`src/hw/dma_defines.svh`:
```
/* Constants shared by the DMA timing core.
   Included by the package and by every module that sizes channel vectors. */
`ifndef DMA_DEFINES_SVH
`define DMA_DEFINES_SVH

`define DMA_CHANNELS        4
`define DMA_DATA_W          8
`define DMA_COUNT_W         8

// CPU register selects
`define DMA_SEL_COMMAND     2'd0
`define DMA_SEL_MODE        2'd1
`define DMA_SEL_COUNT       2'd2
`define DMA_SEL_CLEAR       2'd3

// Cycle state encodings
`define DMA_ST_IDLE         3'd0
`define DMA_ST_S0           3'd1
`define DMA_ST_S1           3'd2
`define DMA_ST_S2           3'd3
`define DMA_ST_S3           3'd4
`define DMA_ST_SW           3'd5
`define DMA_ST_S4           3'd6

`endif

```
`src/hw/dma_pkg.sv`:
```
/* Types shared by the DMA timing core.
   Modules refer to them by scoped name. */
`include "dma_defines.svh"

package dma_pkg;

    typedef enum logic [1:0] {
        XFER_VERIFY = 2'b00,
        XFER_WRITE  = 2'b01,
        XFER_READ   = 2'b10
    } xfer_type_e;

    // Cascade is reserved here and runs as single
    typedef enum logic [1:0] {
        MODE_DEMAND  = 2'b00,
        MODE_SINGLE  = 2'b01,
        MODE_BLOCK   = 2'b10,
        MODE_CASCADE = 2'b11
    } xfer_mode_e;

    typedef enum logic [2:0] {
        CS_IDLE = `DMA_ST_IDLE,
        CS_S0   = `DMA_ST_S0,
        CS_S1   = `DMA_ST_S1,
        CS_S2   = `DMA_ST_S2,
        CS_S3   = `DMA_ST_S3,
        CS_SW   = `DMA_ST_SW,
        CS_S4   = `DMA_ST_S4
    } cycle_state_e;

    typedef struct packed {
        logic       dack_high;
        logic       unused_6;
        logic       ext_write;
        logic       unused_4;
        logic       compressed;
        logic [2:0] unused_2_0;
    } command_word_t;

    typedef struct packed {
        xfer_mode_e mode;
        logic       decrement;
        logic       unused_4;
        xfer_type_e xtype;
        logic [1:0] chan;
    } mode_word_t;

    // One CPU byte, read as command or mode word by register select
    typedef union packed {
        command_word_t command;
        mode_word_t    mode;
    } prog_word_u;

    typedef struct packed {
        logic                   write;
        logic                   read;
        logic [1:0]             sel;
        logic [1:0]             chan;
        logic [`DMA_DATA_W-1:0] data;
    } cpu_bus_t;

    typedef struct packed {
        xfer_type_e xtype;
        xfer_mode_e mode;
        logic       tc;
    } chan_cfg_t;

    typedef struct packed {
        logic aen;
        logic memr_n;
        logic memw_n;
        logic ior_n;
        logic iow_n;
    } bus_strobe_t;

endpackage

```
`src/hw/dma_register_file.sv`:
```
/* CPU-programmed command, mode, count and status registers.
   Supplies the active channel's configuration and terminal count to the FSM. */
`timescale 1ns/10ps
`include "dma_defines.svh"

module dma_register_file (
    input  logic                        clock,
    input  logic                        reset,
    input  dma_pkg::cpu_bus_t           cpu_i,
    input  logic [1:0]                  chan_i,
    input  logic                        next_word_i,
    input  logic [`DMA_CHANNELS-1:0]    dreq_i,
    output dma_pkg::command_word_t      command_o,
    output dma_pkg::chan_cfg_t          cfg_o,
    output logic                        master_clear_o,
    output logic [7:0]                  status_o
);
    dma_pkg::prog_word_u        prog;
    dma_pkg::mode_word_t        mode_q [`DMA_CHANNELS];
    logic [`DMA_COUNT_W-1:0]    count_q [`DMA_CHANNELS];
    logic [`DMA_CHANNELS-1:0]   tc_flags_q;
    logic                       read_q;
    logic                       write_command;
    logic                       write_mode;
    logic                       write_count;
    logic                       terminal;

    assign prog           = cpu_i.data;
    assign write_command  = cpu_i.write && (cpu_i.sel == `DMA_SEL_COMMAND);
    assign write_mode     = cpu_i.write && (cpu_i.sel == `DMA_SEL_MODE);
    assign write_count    = cpu_i.write && (cpu_i.sel == `DMA_SEL_COUNT);
    assign master_clear_o = cpu_i.write && (cpu_i.sel == `DMA_SEL_CLEAR);

    always_ff @(posedge clock, posedge reset) begin
        if (reset) begin
            command_o <= '0;
        end else if (master_clear_o) begin
            command_o <= '0;
        end else if (write_command) begin
            command_o <= prog.command;
        end
    end

    // Mode word carries its own channel number
    always_ff @(posedge clock, posedge reset) begin
        if (reset) begin
            for (int i = 0; i < `DMA_CHANNELS; i++) begin
                mode_q[i] <= '0;
            end
        end else if (master_clear_o) begin
            for (int i = 0; i < `DMA_CHANNELS; i++) begin
                mode_q[i] <= '0;
            end
        end else if (write_mode) begin
            mode_q[prog.mode.chan] <= prog.mode;
        end
    end

    // A CPU write wins over a decrement in the same cycle
    always_ff @(posedge clock, posedge reset) begin
        if (reset) begin
            for (int i = 0; i < `DMA_CHANNELS; i++) begin
                count_q[i] <= '0;
            end
        end else if (write_count) begin
            count_q[cpu_i.chan] <= cpu_i.data;
        end else if (next_word_i) begin
            count_q[chan_i] <= count_q[chan_i] - 1'b1;
        end
    end

    // Count of zero marks the last transfer
    assign terminal = (count_q[chan_i] == '0);

    always_comb begin
        cfg_o.xtype = mode_q[chan_i].xtype;
        cfg_o.mode  = mode_q[chan_i].mode;
        cfg_o.tc    = terminal;
    end

    always_ff @(posedge clock, posedge reset) begin
        if (reset) begin
            read_q <= 1'b0;
        end else begin
            read_q <= cpu_i.read;
        end
    end

    // Flags clear once the status read has ended
    always_ff @(posedge clock, posedge reset) begin
        if (reset) begin
            tc_flags_q <= '0;
        end else if (master_clear_o) begin
            tc_flags_q <= '0;
        end else if (read_q && !cpu_i.read) begin
            tc_flags_q <= '0;
        end else if (next_word_i && terminal) begin
            tc_flags_q[chan_i] <= 1'b1;
        end
    end

    assign status_o = cpu_i.read ? {dreq_i, tc_flags_q} : '0;

endmodule

```
`src/hw/dma_priority_arbiter.sv`:
```
/* Rotating-priority arbiter over the channel request lines.
   The channel served last drops to the lowest priority. */
`timescale 1ns/10ps
`include "dma_defines.svh"

module dma_priority_arbiter (
    input  logic                        clock,
    input  logic                        reset,
    input  logic                        master_clear_i,
    input  logic [`DMA_CHANNELS-1:0]    dreq_i,
    input  logic                        service_done_i,
    input  logic [1:0]                  served_chan_i,
    output logic [`DMA_CHANNELS-1:0]    grant_o
);
    logic [1:0] last_q;
    logic [1:0] idx;
    logic       found;

    // Channel 3 as last served puts channel 0 on top
    always_ff @(posedge clock, posedge reset) begin
        if (reset) begin
            last_q <= 2'd3;
        end else if (master_clear_i) begin
            last_q <= 2'd3;
        end else if (service_done_i) begin
            last_q <= served_chan_i;
        end
    end

    // Search upward from the channel after the last served, wrapping
    always_comb begin
        grant_o = '0;
        found   = 1'b0;
        idx     = last_q;
        for (int step = 1; step <= `DMA_CHANNELS; step++) begin
            idx = last_q + 2'(step);
            if (!found && dreq_i[idx]) begin
                grant_o[idx] = 1'b1;
                found        = 1'b1;
            end
        end
    end

endmodule

```
`src/hw/dma_cycle_fsm.sv`:
```
/* Bus request and transfer cycle state machine.
   Holds the serviced channel, pulses next_word in S4 and flags EOP at terminal count. */
`timescale 1ns/10ps
`include "dma_defines.svh"

module dma_cycle_fsm (
    input  logic                        clock,
    input  logic                        reset,
    input  logic                        master_clear_i,
    input  logic [`DMA_CHANNELS-1:0]    grant_i,
    input  logic [`DMA_CHANNELS-1:0]    dreq_i,
    input  logic                        hlda_i,
    input  logic                        ready_i,
    input  logic                        compressed_i,
    input  dma_pkg::chan_cfg_t          cfg_i,
    output dma_pkg::cycle_state_e       state_o,
    output logic [1:0]                  chan_o,
    output logic                        next_word_o,
    output logic                        service_done_o,
    output logic                        hrq_o,
    output logic                        eop_n_o
);
    dma_pkg::cycle_state_e  state_q;
    dma_pkg::cycle_state_e  state_d;
    logic [1:0]             chan_q;
    logic [1:0]             grant_chan;
    logic                   xfer_ready;
    logic                   last_word;

    // One-hot grant to channel number
    always_comb begin
        grant_chan = '0;
        for (int i = 0; i < `DMA_CHANNELS; i++) begin
            if (grant_i[i]) begin
                grant_chan = 2'(i);
            end
        end
    end

    // Verify cycles never wait on READY
    assign xfer_ready = ready_i || (cfg_i.xtype == dma_pkg::XFER_VERIFY);

    assign last_word = cfg_i.tc
                    || (cfg_i.mode == dma_pkg::MODE_SINGLE)
                    || (cfg_i.mode == dma_pkg::MODE_CASCADE)
                    || ((cfg_i.mode == dma_pkg::MODE_DEMAND) && !dreq_i[chan_q]);

    always_comb begin
        state_d = state_q;
        case (state_q)
            dma_pkg::CS_IDLE: begin
                if (grant_i != '0) begin
                    state_d = dma_pkg::CS_S0;
                end
            end
            dma_pkg::CS_S0: begin
                if (hlda_i) begin
                    state_d = dma_pkg::CS_S1;
                end
            end
            dma_pkg::CS_S1: begin
                state_d = dma_pkg::CS_S2;
            end
            dma_pkg::CS_S2: begin
                if (!compressed_i) begin
                    state_d = dma_pkg::CS_S3;
                end else begin
                    state_d = xfer_ready ? dma_pkg::CS_S4 : dma_pkg::CS_SW;
                end
            end
            dma_pkg::CS_S3: begin
                state_d = xfer_ready ? dma_pkg::CS_S4 : dma_pkg::CS_SW;
            end
            dma_pkg::CS_SW: begin
                if (ready_i) begin
                    state_d = dma_pkg::CS_S4;
                end
            end
            dma_pkg::CS_S4: begin
                state_d = last_word ? dma_pkg::CS_IDLE : dma_pkg::CS_S2;
            end
            default: begin
                state_d = dma_pkg::CS_IDLE;
            end
        endcase
    end

    always_ff @(posedge clock, posedge reset) begin
        if (reset) begin
            state_q <= dma_pkg::CS_IDLE;
        end else if (master_clear_i) begin
            state_q <= dma_pkg::CS_IDLE;
        end else begin
            state_q <= state_d;
        end
    end

    // Channel is fixed for the whole service
    always_ff @(posedge clock, posedge reset) begin
        if (reset) begin
            chan_q <= '0;
        end else if (master_clear_i) begin
            chan_q <= '0;
        end else if ((state_q == dma_pkg::CS_IDLE) && (grant_i != '0)) begin
            chan_q <= grant_chan;
        end
    end

    assign state_o        = state_q;
    assign chan_o         = chan_q;
    assign hrq_o          = (state_q != dma_pkg::CS_IDLE);
    assign next_word_o    = (state_q == dma_pkg::CS_S4);
    assign eop_n_o        = !(next_word_o && cfg_i.tc);
    assign service_done_o = next_word_o && (state_d == dma_pkg::CS_IDLE);

endmodule

```
`src/hw/dma_strobe_gen.sv`:
```
/* Registered AEN, DACK and bus strobes decoded from the cycle state.
   Outputs trail the state by one clock; DACK polarity comes from the command word. */
`timescale 1ns/10ps
`include "dma_defines.svh"

module dma_strobe_gen (
    input  logic                        clock,
    input  logic                        reset,
    input  logic                        master_clear_i,
    input  dma_pkg::cycle_state_e       state_i,
    input  logic [1:0]                  chan_i,
    input  dma_pkg::xfer_type_e         type_i,
    input  dma_pkg::command_word_t      command_i,
    output dma_pkg::bus_strobe_t        strobe_o,
    output logic [`DMA_CHANNELS-1:0]    dack_o
);
    dma_pkg::bus_strobe_t       strobe_d;
    logic [`DMA_CHANNELS-1:0]   dack_d;
    logic [`DMA_CHANNELS-1:0]   dack_q;
    logic                       aen_on;
    logic                       read_on;
    logic                       write_on;

    always_comb begin
        aen_on   = (state_i != dma_pkg::CS_IDLE) && (state_i != dma_pkg::CS_S0);
        read_on  = (state_i == dma_pkg::CS_S2) || (state_i == dma_pkg::CS_S3)
                || (state_i == dma_pkg::CS_SW);
        // Early write in S2 for extended write or compressed timing
        write_on = (state_i == dma_pkg::CS_S3) || (state_i == dma_pkg::CS_SW)
                || ((state_i == dma_pkg::CS_S2)
                    && (command_i.ext_write || command_i.compressed));

        strobe_d.aen    = aen_on;
        strobe_d.memr_n = !(read_on && (type_i == dma_pkg::XFER_READ));
        strobe_d.ior_n  = !(read_on && (type_i == dma_pkg::XFER_WRITE));
        strobe_d.memw_n = !(write_on && (type_i == dma_pkg::XFER_WRITE));
        strobe_d.iow_n  = !(write_on && (type_i == dma_pkg::XFER_READ));

        dack_d         = '0;
        dack_d[chan_i] = aen_on && (state_i != dma_pkg::CS_S1);

        if (master_clear_i) begin
            strobe_d = '{aen: 1'b0, memr_n: 1'b1, memw_n: 1'b1, ior_n: 1'b1, iow_n: 1'b1};
            dack_d   = '0;
        end
    end

    always_ff @(posedge clock, posedge reset) begin
        if (reset) begin
            strobe_o <= '{aen: 1'b0, memr_n: 1'b1, memw_n: 1'b1, ior_n: 1'b1, iow_n: 1'b1};
            dack_q   <= '0;
        end else begin
            strobe_o <= strobe_d;
            dack_q   <= dack_d;
        end
    end

    assign dack_o = command_i.dack_high ? dack_q : ~dack_q;

endmodule

```
`src/hw/dma_controller.sv`:
```
/* Top level of the four-channel DMA timing core.
   Connects the register file, arbiter, cycle FSM and strobe generator. */
`timescale 1ns/10ps
`include "dma_defines.svh"

module dma_controller (
    input  logic                        clock,
    input  logic                        reset,
    input  dma_pkg::cpu_bus_t           cpu_i,
    input  logic [`DMA_CHANNELS-1:0]    dreq_i,
    input  logic                        hlda_i,
    input  logic                        ready_i,
    output logic                        hrq_o,
    output logic [`DMA_CHANNELS-1:0]    dack_o,
    output dma_pkg::bus_strobe_t        strobe_o,
    output logic                        eop_n_o,
    output logic [7:0]                  status_o
);
    dma_pkg::command_word_t     command;
    dma_pkg::chan_cfg_t         cfg;
    dma_pkg::cycle_state_e      state;
    logic                       master_clear;
    logic                       next_word;
    logic                       service_done;
    logic [1:0]                 chan;
    logic [`DMA_CHANNELS-1:0]   grant;

    dma_register_file i_register_file (
        .clock          (clock),
        .reset          (reset),
        .cpu_i          (cpu_i),
        .chan_i         (chan),
        .next_word_i    (next_word),
        .dreq_i         (dreq_i),
        .command_o      (command),
        .cfg_o          (cfg),
        .master_clear_o (master_clear),
        .status_o       (status_o)
    );

    dma_priority_arbiter i_priority_arbiter (
        .clock          (clock),
        .reset          (reset),
        .master_clear_i (master_clear),
        .dreq_i         (dreq_i),
        .service_done_i (service_done),
        .served_chan_i  (chan),
        .grant_o        (grant)
    );

    dma_cycle_fsm i_cycle_fsm (
        .clock          (clock),
        .reset          (reset),
        .master_clear_i (master_clear),
        .grant_i        (grant),
        .dreq_i         (dreq_i),
        .hlda_i         (hlda_i),
        .ready_i        (ready_i),
        .compressed_i   (command.compressed),
        .cfg_i          (cfg),
        .state_o        (state),
        .chan_o         (chan),
        .next_word_o    (next_word),
        .service_done_o (service_done),
        .hrq_o          (hrq_o),
        .eop_n_o        (eop_n_o)
    );

    dma_strobe_gen i_strobe_gen (
        .clock          (clock),
        .reset          (reset),
        .master_clear_i (master_clear),
        .state_i        (state),
        .chan_i         (chan),
        .type_i         (cfg.xtype),
        .command_i      (command),
        .strobe_o       (strobe_o),
        .dack_o         (dack_o)
    );

endmodule

```
`config.mk`:
```
export PLATFORM = sky130hd
export DESIGN_NAME = dma_controller
export DESIGN_NICKNAME = d
export VERILOG_FILES = /design/src/hw/dma_pkg.sv /design/src/hw/dma_register_file.sv /design/src/hw/dma_priority_arbiter.sv /design/src/hw/dma_cycle_fsm.sv /design/src/hw/dma_strobe_gen.sv /design/src/hw/dma_controller.sv
export VERILOG_INCLUDE_DIRS = /design/src /design/src/hw
export SDC_FILE = /design/constraint.sdc
export NUM_CORES = 1
export LEC_CHECK = 0
export BUFFER_PORTS_ARGS = -buffer_cell sky130_fd_sc_hd__buf_2
export CAP_MARGIN = 30
export CELL_PAD_IN_SITES_DETAIL_PLACEMENT = 0
export CELL_PAD_IN_SITES_GLOBAL_PLACEMENT = 1
export CORE_MARGIN = 10
export CORE_UTILIZATION = 40
export CTS_BUF_LIST = sky130_fd_sc_hd__clkbuf_8
export DETAILED_ROUTE_END_ITERATION = 12
export PLACE_DENSITY_LB_ADDON = 0.1
export SETUP_SLACK_MARGIN = 0.5
export SYNTH_ARGS = -nofsm -noshare
export SYNTH_HDL_FRONTEND = slang
export SYNTH_SLANG_ARGS = --single-unit
```
`constraint.sdc`:
```
create_clock -name clock -period 5.25 [get_ports clock]
set_clock_uncertainty 0.1 [all_clocks]
set_input_delay 0.525 -clock clock [delete_from_list [all_inputs] [get_ports clock]]
set_output_delay 0.525 -clock clock [all_outputs]
set_load 0.01 [all_outputs]
```
==> summary.txt <==
Setup path
  – Worst path max stage delay: 0.92 ns
  – Critical-path cell list: mux4_1 > nor4_4 > nand3_1 > nor2_1 > inv_1 > buf_2
  – Setup crit start kind: flop
  – Crit path max fanout: 20
  – R2r setup slk: 2.24 ns
  – Setup CP Type: flop to output port
  – Setup crit end kind: output port
  – Slowest cell on the critical path: dfrtp_1
  – Worst Path Required: 4.62 ns
  – CP arrival: 2.74 ns
  – Reg-to-Reg End: i_cycle_fsm.chan_o[0]
  – Reg2Reg Depth: 8
  – Reg2reg start: i_priority_arbiter.last_q[0]

Clock network
  – CTS tree: built
  – Clock sink total: 72
  – Clk Latency, worst-skew pair: 0.34 ns
  – Post-CTS resize count: 0
  – CTS root buffer: clkbuf_8
  – CTS Buf Count: 9
  – Hold_buf cts: 0
  – Clock transition at path regs: 0.08 ns
  – Post-CTS setup repair buffer count: 0
  – Max Root-Sink Buffers: 2
  – H-tree depth: 3

Finish
  – Ant. Diodes: 0
  – NumNets Final: 471
  – Cell area after layout: 4650 um^2
  – Layout area overhead: 13.7%
  – Share of post-route cells with drive strength above 1: 0.198
  – Most frequent cells in the layout: dfrtp_1 (66), o21ai_0 (40), buf_2 (40), nand2_1 (39), nor2_1 (36)
  – Non-filler cells, final: 577
  – Most common cell after layout, fill and taps aside: dfrtp_1

Detailed routing
  – Wire length per cell: 18.9 um
  – Via density: 5.65
  – Iter 0 DRT Violations: 295
  – Via count: 3258
  – Remaining DRCs: 0
  – Post-DRT Antenna Nets: 0
  – WL final: 10.9 mm
  – First-pass iteration count of the detailed router: 4

Synthesis
  – Yosys reg bits: 72
  – Synth warnings: 0
  – Synth area leader: dfrtp_1
  – Ys flop type: dfrtp_1
  – Post-synth top area share: 0.404
  – Seq/Total Area, Yosys: 0.443
  – Avg Cell Area, Syn: 10.1 um^2
  – Post-Synthesis Cell Area: 4090 um^2
  – Syn nets: 436
  – Cells after Synth: 404
  – Number of enable flip-flop cells after synthesis: 0
  – Top post-synthesis cells by area: dfrtp_1 (40%), mux4_2 (6.1%), o21ai_0 (4.9%)
  – Post-synth cell types: 52
  – Asr flop ratio synth: 1.00

STA
  – RSZ-0062 raised after global routing: no
  – Worst-Margin Slew: 0.926 ns
  – # setup viols final: 0
  – Worst slew margin: 0.383
  – Final Hold Fails: 0
  – Ratio of final minimum period to clock period: 0.641
  – Max Fclk: 297 MHz
  – Slew Limit Fails: 0
  – Total Neg Setup Slack: 0 ns
  – Tmin final: 3.37 ns

Place
  – PortBufs: 40
  – RePlAce Congestion: 0.813
  – Placed instance area: 4380 um^2
  – Detailed Place HPWL: 7.58 mm
  – Inst Count DP: 561

GRT
  – Vias in the first global route: 3307
  – Largest net degree at the start of global routing: 73
  – Total GRT Usage: 0.156
  – GRT overflow: 0
  – Global-route wire length before repair: 18.1 mm
  – Initial antenna violation count: 0

Floorplanning
  – Core area: 9860 um^2
  – Full die area: 14700 um^2
  – Chip Height: 121 um
  – Effective utilization at floorplan: 0.414
  – Number of top-level pins: 41
  – Std-Cell Rows: 36
  – Die W: 121 um

Power and ir drop
  – Power Dens Cells: 567 nW/um^2
  – Worst-case vdd ir drop: 0.000301 V
  – P_leak: 2.10 nW

Min path
  – Worst hold path startpoint: cpu_i[12]
  – Hold Crit Class: input pin to flop
  – Hold path depth: 1
  – Hold Path Sink: i_register_file.read_q

Flow run
  – Max capacitance violation total: 0

Outcome
  – Status: complete, no violations
-- flip-flops by register name, indices dropped and copies added, names as in the netlist --
register	cells
i_register_file.count_q	32
i_register_file.mode_q	16
i_strobe_gen.strobe_o	5
i_register_file.tc_flags_q	4
i_strobe_gen.dack_q	4
i_cycle_fsm.state_o	3
i_register_file.command_o	3
i_cycle_fsm.chan_o	2
i_priority_arbiter.last_q	2
i_register_file.read_q	1
-- area by class of cell --
class | count | area (um^2)
sequential | 72 | 1810
fill | 968 | 5220
inverter | 12 | 45.0
clock inverter | 7 | 143
tap | 133 | 166
multi-input combinational | 301 | 2140
timing repair buffer | 43 | 223
clock buffer | 9 | 124
-- metal layers --
layer | share of wire | global-route usage | wire length (um)
met5 | 0 | 0 | 0
met3 | 0.051 | 0.0363 | 553
met1 | 0.43 | 0.192 | 4640
met2 | 0.51 | 0.266 | 5550
met4 | 0.013 | 0.0430 | 146
-- worst max-delay path, delay by kind of cell (launching register included) --
family	cells	cell delay [ns]
buffers and inverters	2	0.22
DFF	1	0.92
muxes	1	0.50
and+or+nand+nor	3	0.76
-- synthesized netlist by cell type (4+ instances only) --
| cell | count |
|---|---|
| nor2b_1 | 9 |
| inv_1 | 12 |
| and3_1 | 5 |
| and2_1 | 8 |
| o21ai_0 | 40 |
| mux4_2 | 11 |
| clkbuf_1 | 14 |
| nand2b_1 | 7 |
| o21bai_1 | 5 |
| mux2i_1 | 11 |
| nand3_1 | 12 |
| dfstp_2 | 6 |
| dfrtp_1 | 66 |
| o21ai_1 | 4 |
| nor3_1 | 6 |
| nand2_1 | 39 |
| nor2_1 | 36 |
| a22oi_1 | 21 |
| a221o_1 | 8 |
| ha_1 | 10 |
| xnor2_1 | 7 |
| a21oi_1 | 17 |
-- how the worst max path moves through the flow --
stage / from / end / slack, ns / cells after the start
6_report: i_cycle_fsm.chan_o[1] / eop_n_o / 1.88 / 6
5_1_grt: i_cycle_fsm.chan_o[1] / eop_n_o / 1.73 / 6
4_1_cts: i_cycle_fsm.chan_o[1] / eop_n_o / 1.85 / 6
3_5_place_dp: i_cycle_fsm.chan_o[1] / eop_n_o / 2.25 / 6
3_3_place_gp: i_cycle_fsm.chan_o[1] / eop_n_o / 2.32 / 6
2_1_floorplan: i_priority_arbiter.last_q[0] / i_cycle_fsm.chan_o[0] / 2.60 / 8
-- kinds of logic after synthesis --
group / after synthesis / share of synthesized area
mux: 25 / 0.107
xor+xnor: 10 / 0.0214
simple gates: 137 / 0.174
fa+ha+maj: 10 / 0.0306
compound gates: 119 / 0.190
flops: 72 / 0.443
buf+inv: 31 / 0.0343
-- metrics by stage --
| stage | setup slack (ns) | hold slack [ns] | util | total power [W] |
|---|---|---|---|---|
| 2_1_floorplan | 2.60 | 0.342 | - | 0.00177 |
| 3_3_place_gp | 2.32 | 0.376 | 0.444 | 0.00205 |
| 3_5_place_dp | 2.25 | 0.380 | 0.444 | 0.00205 |
| 4_1_cts | 1.85 | 0.258 | 0.471 | 0.00265 |
| 5_1_grt | 1.73 | 0.253 | 0.471 | 0.00283 |
| 6_report | 1.88 | 0.272 | 0.471 | 0.00263 |
-- report_power, final --
part           switching (W)  total, W  leakage, nW  internal [W]
Combinational       0.000651   0.00117         1.04      0.000518
Sequential          0.000147  0.000878        0.922      0.000731
Clock               0.000221  0.000586        0.134      0.000366
Total                0.00102   0.00263         2.10       0.00161
Power figures use the tool's default switching activity.
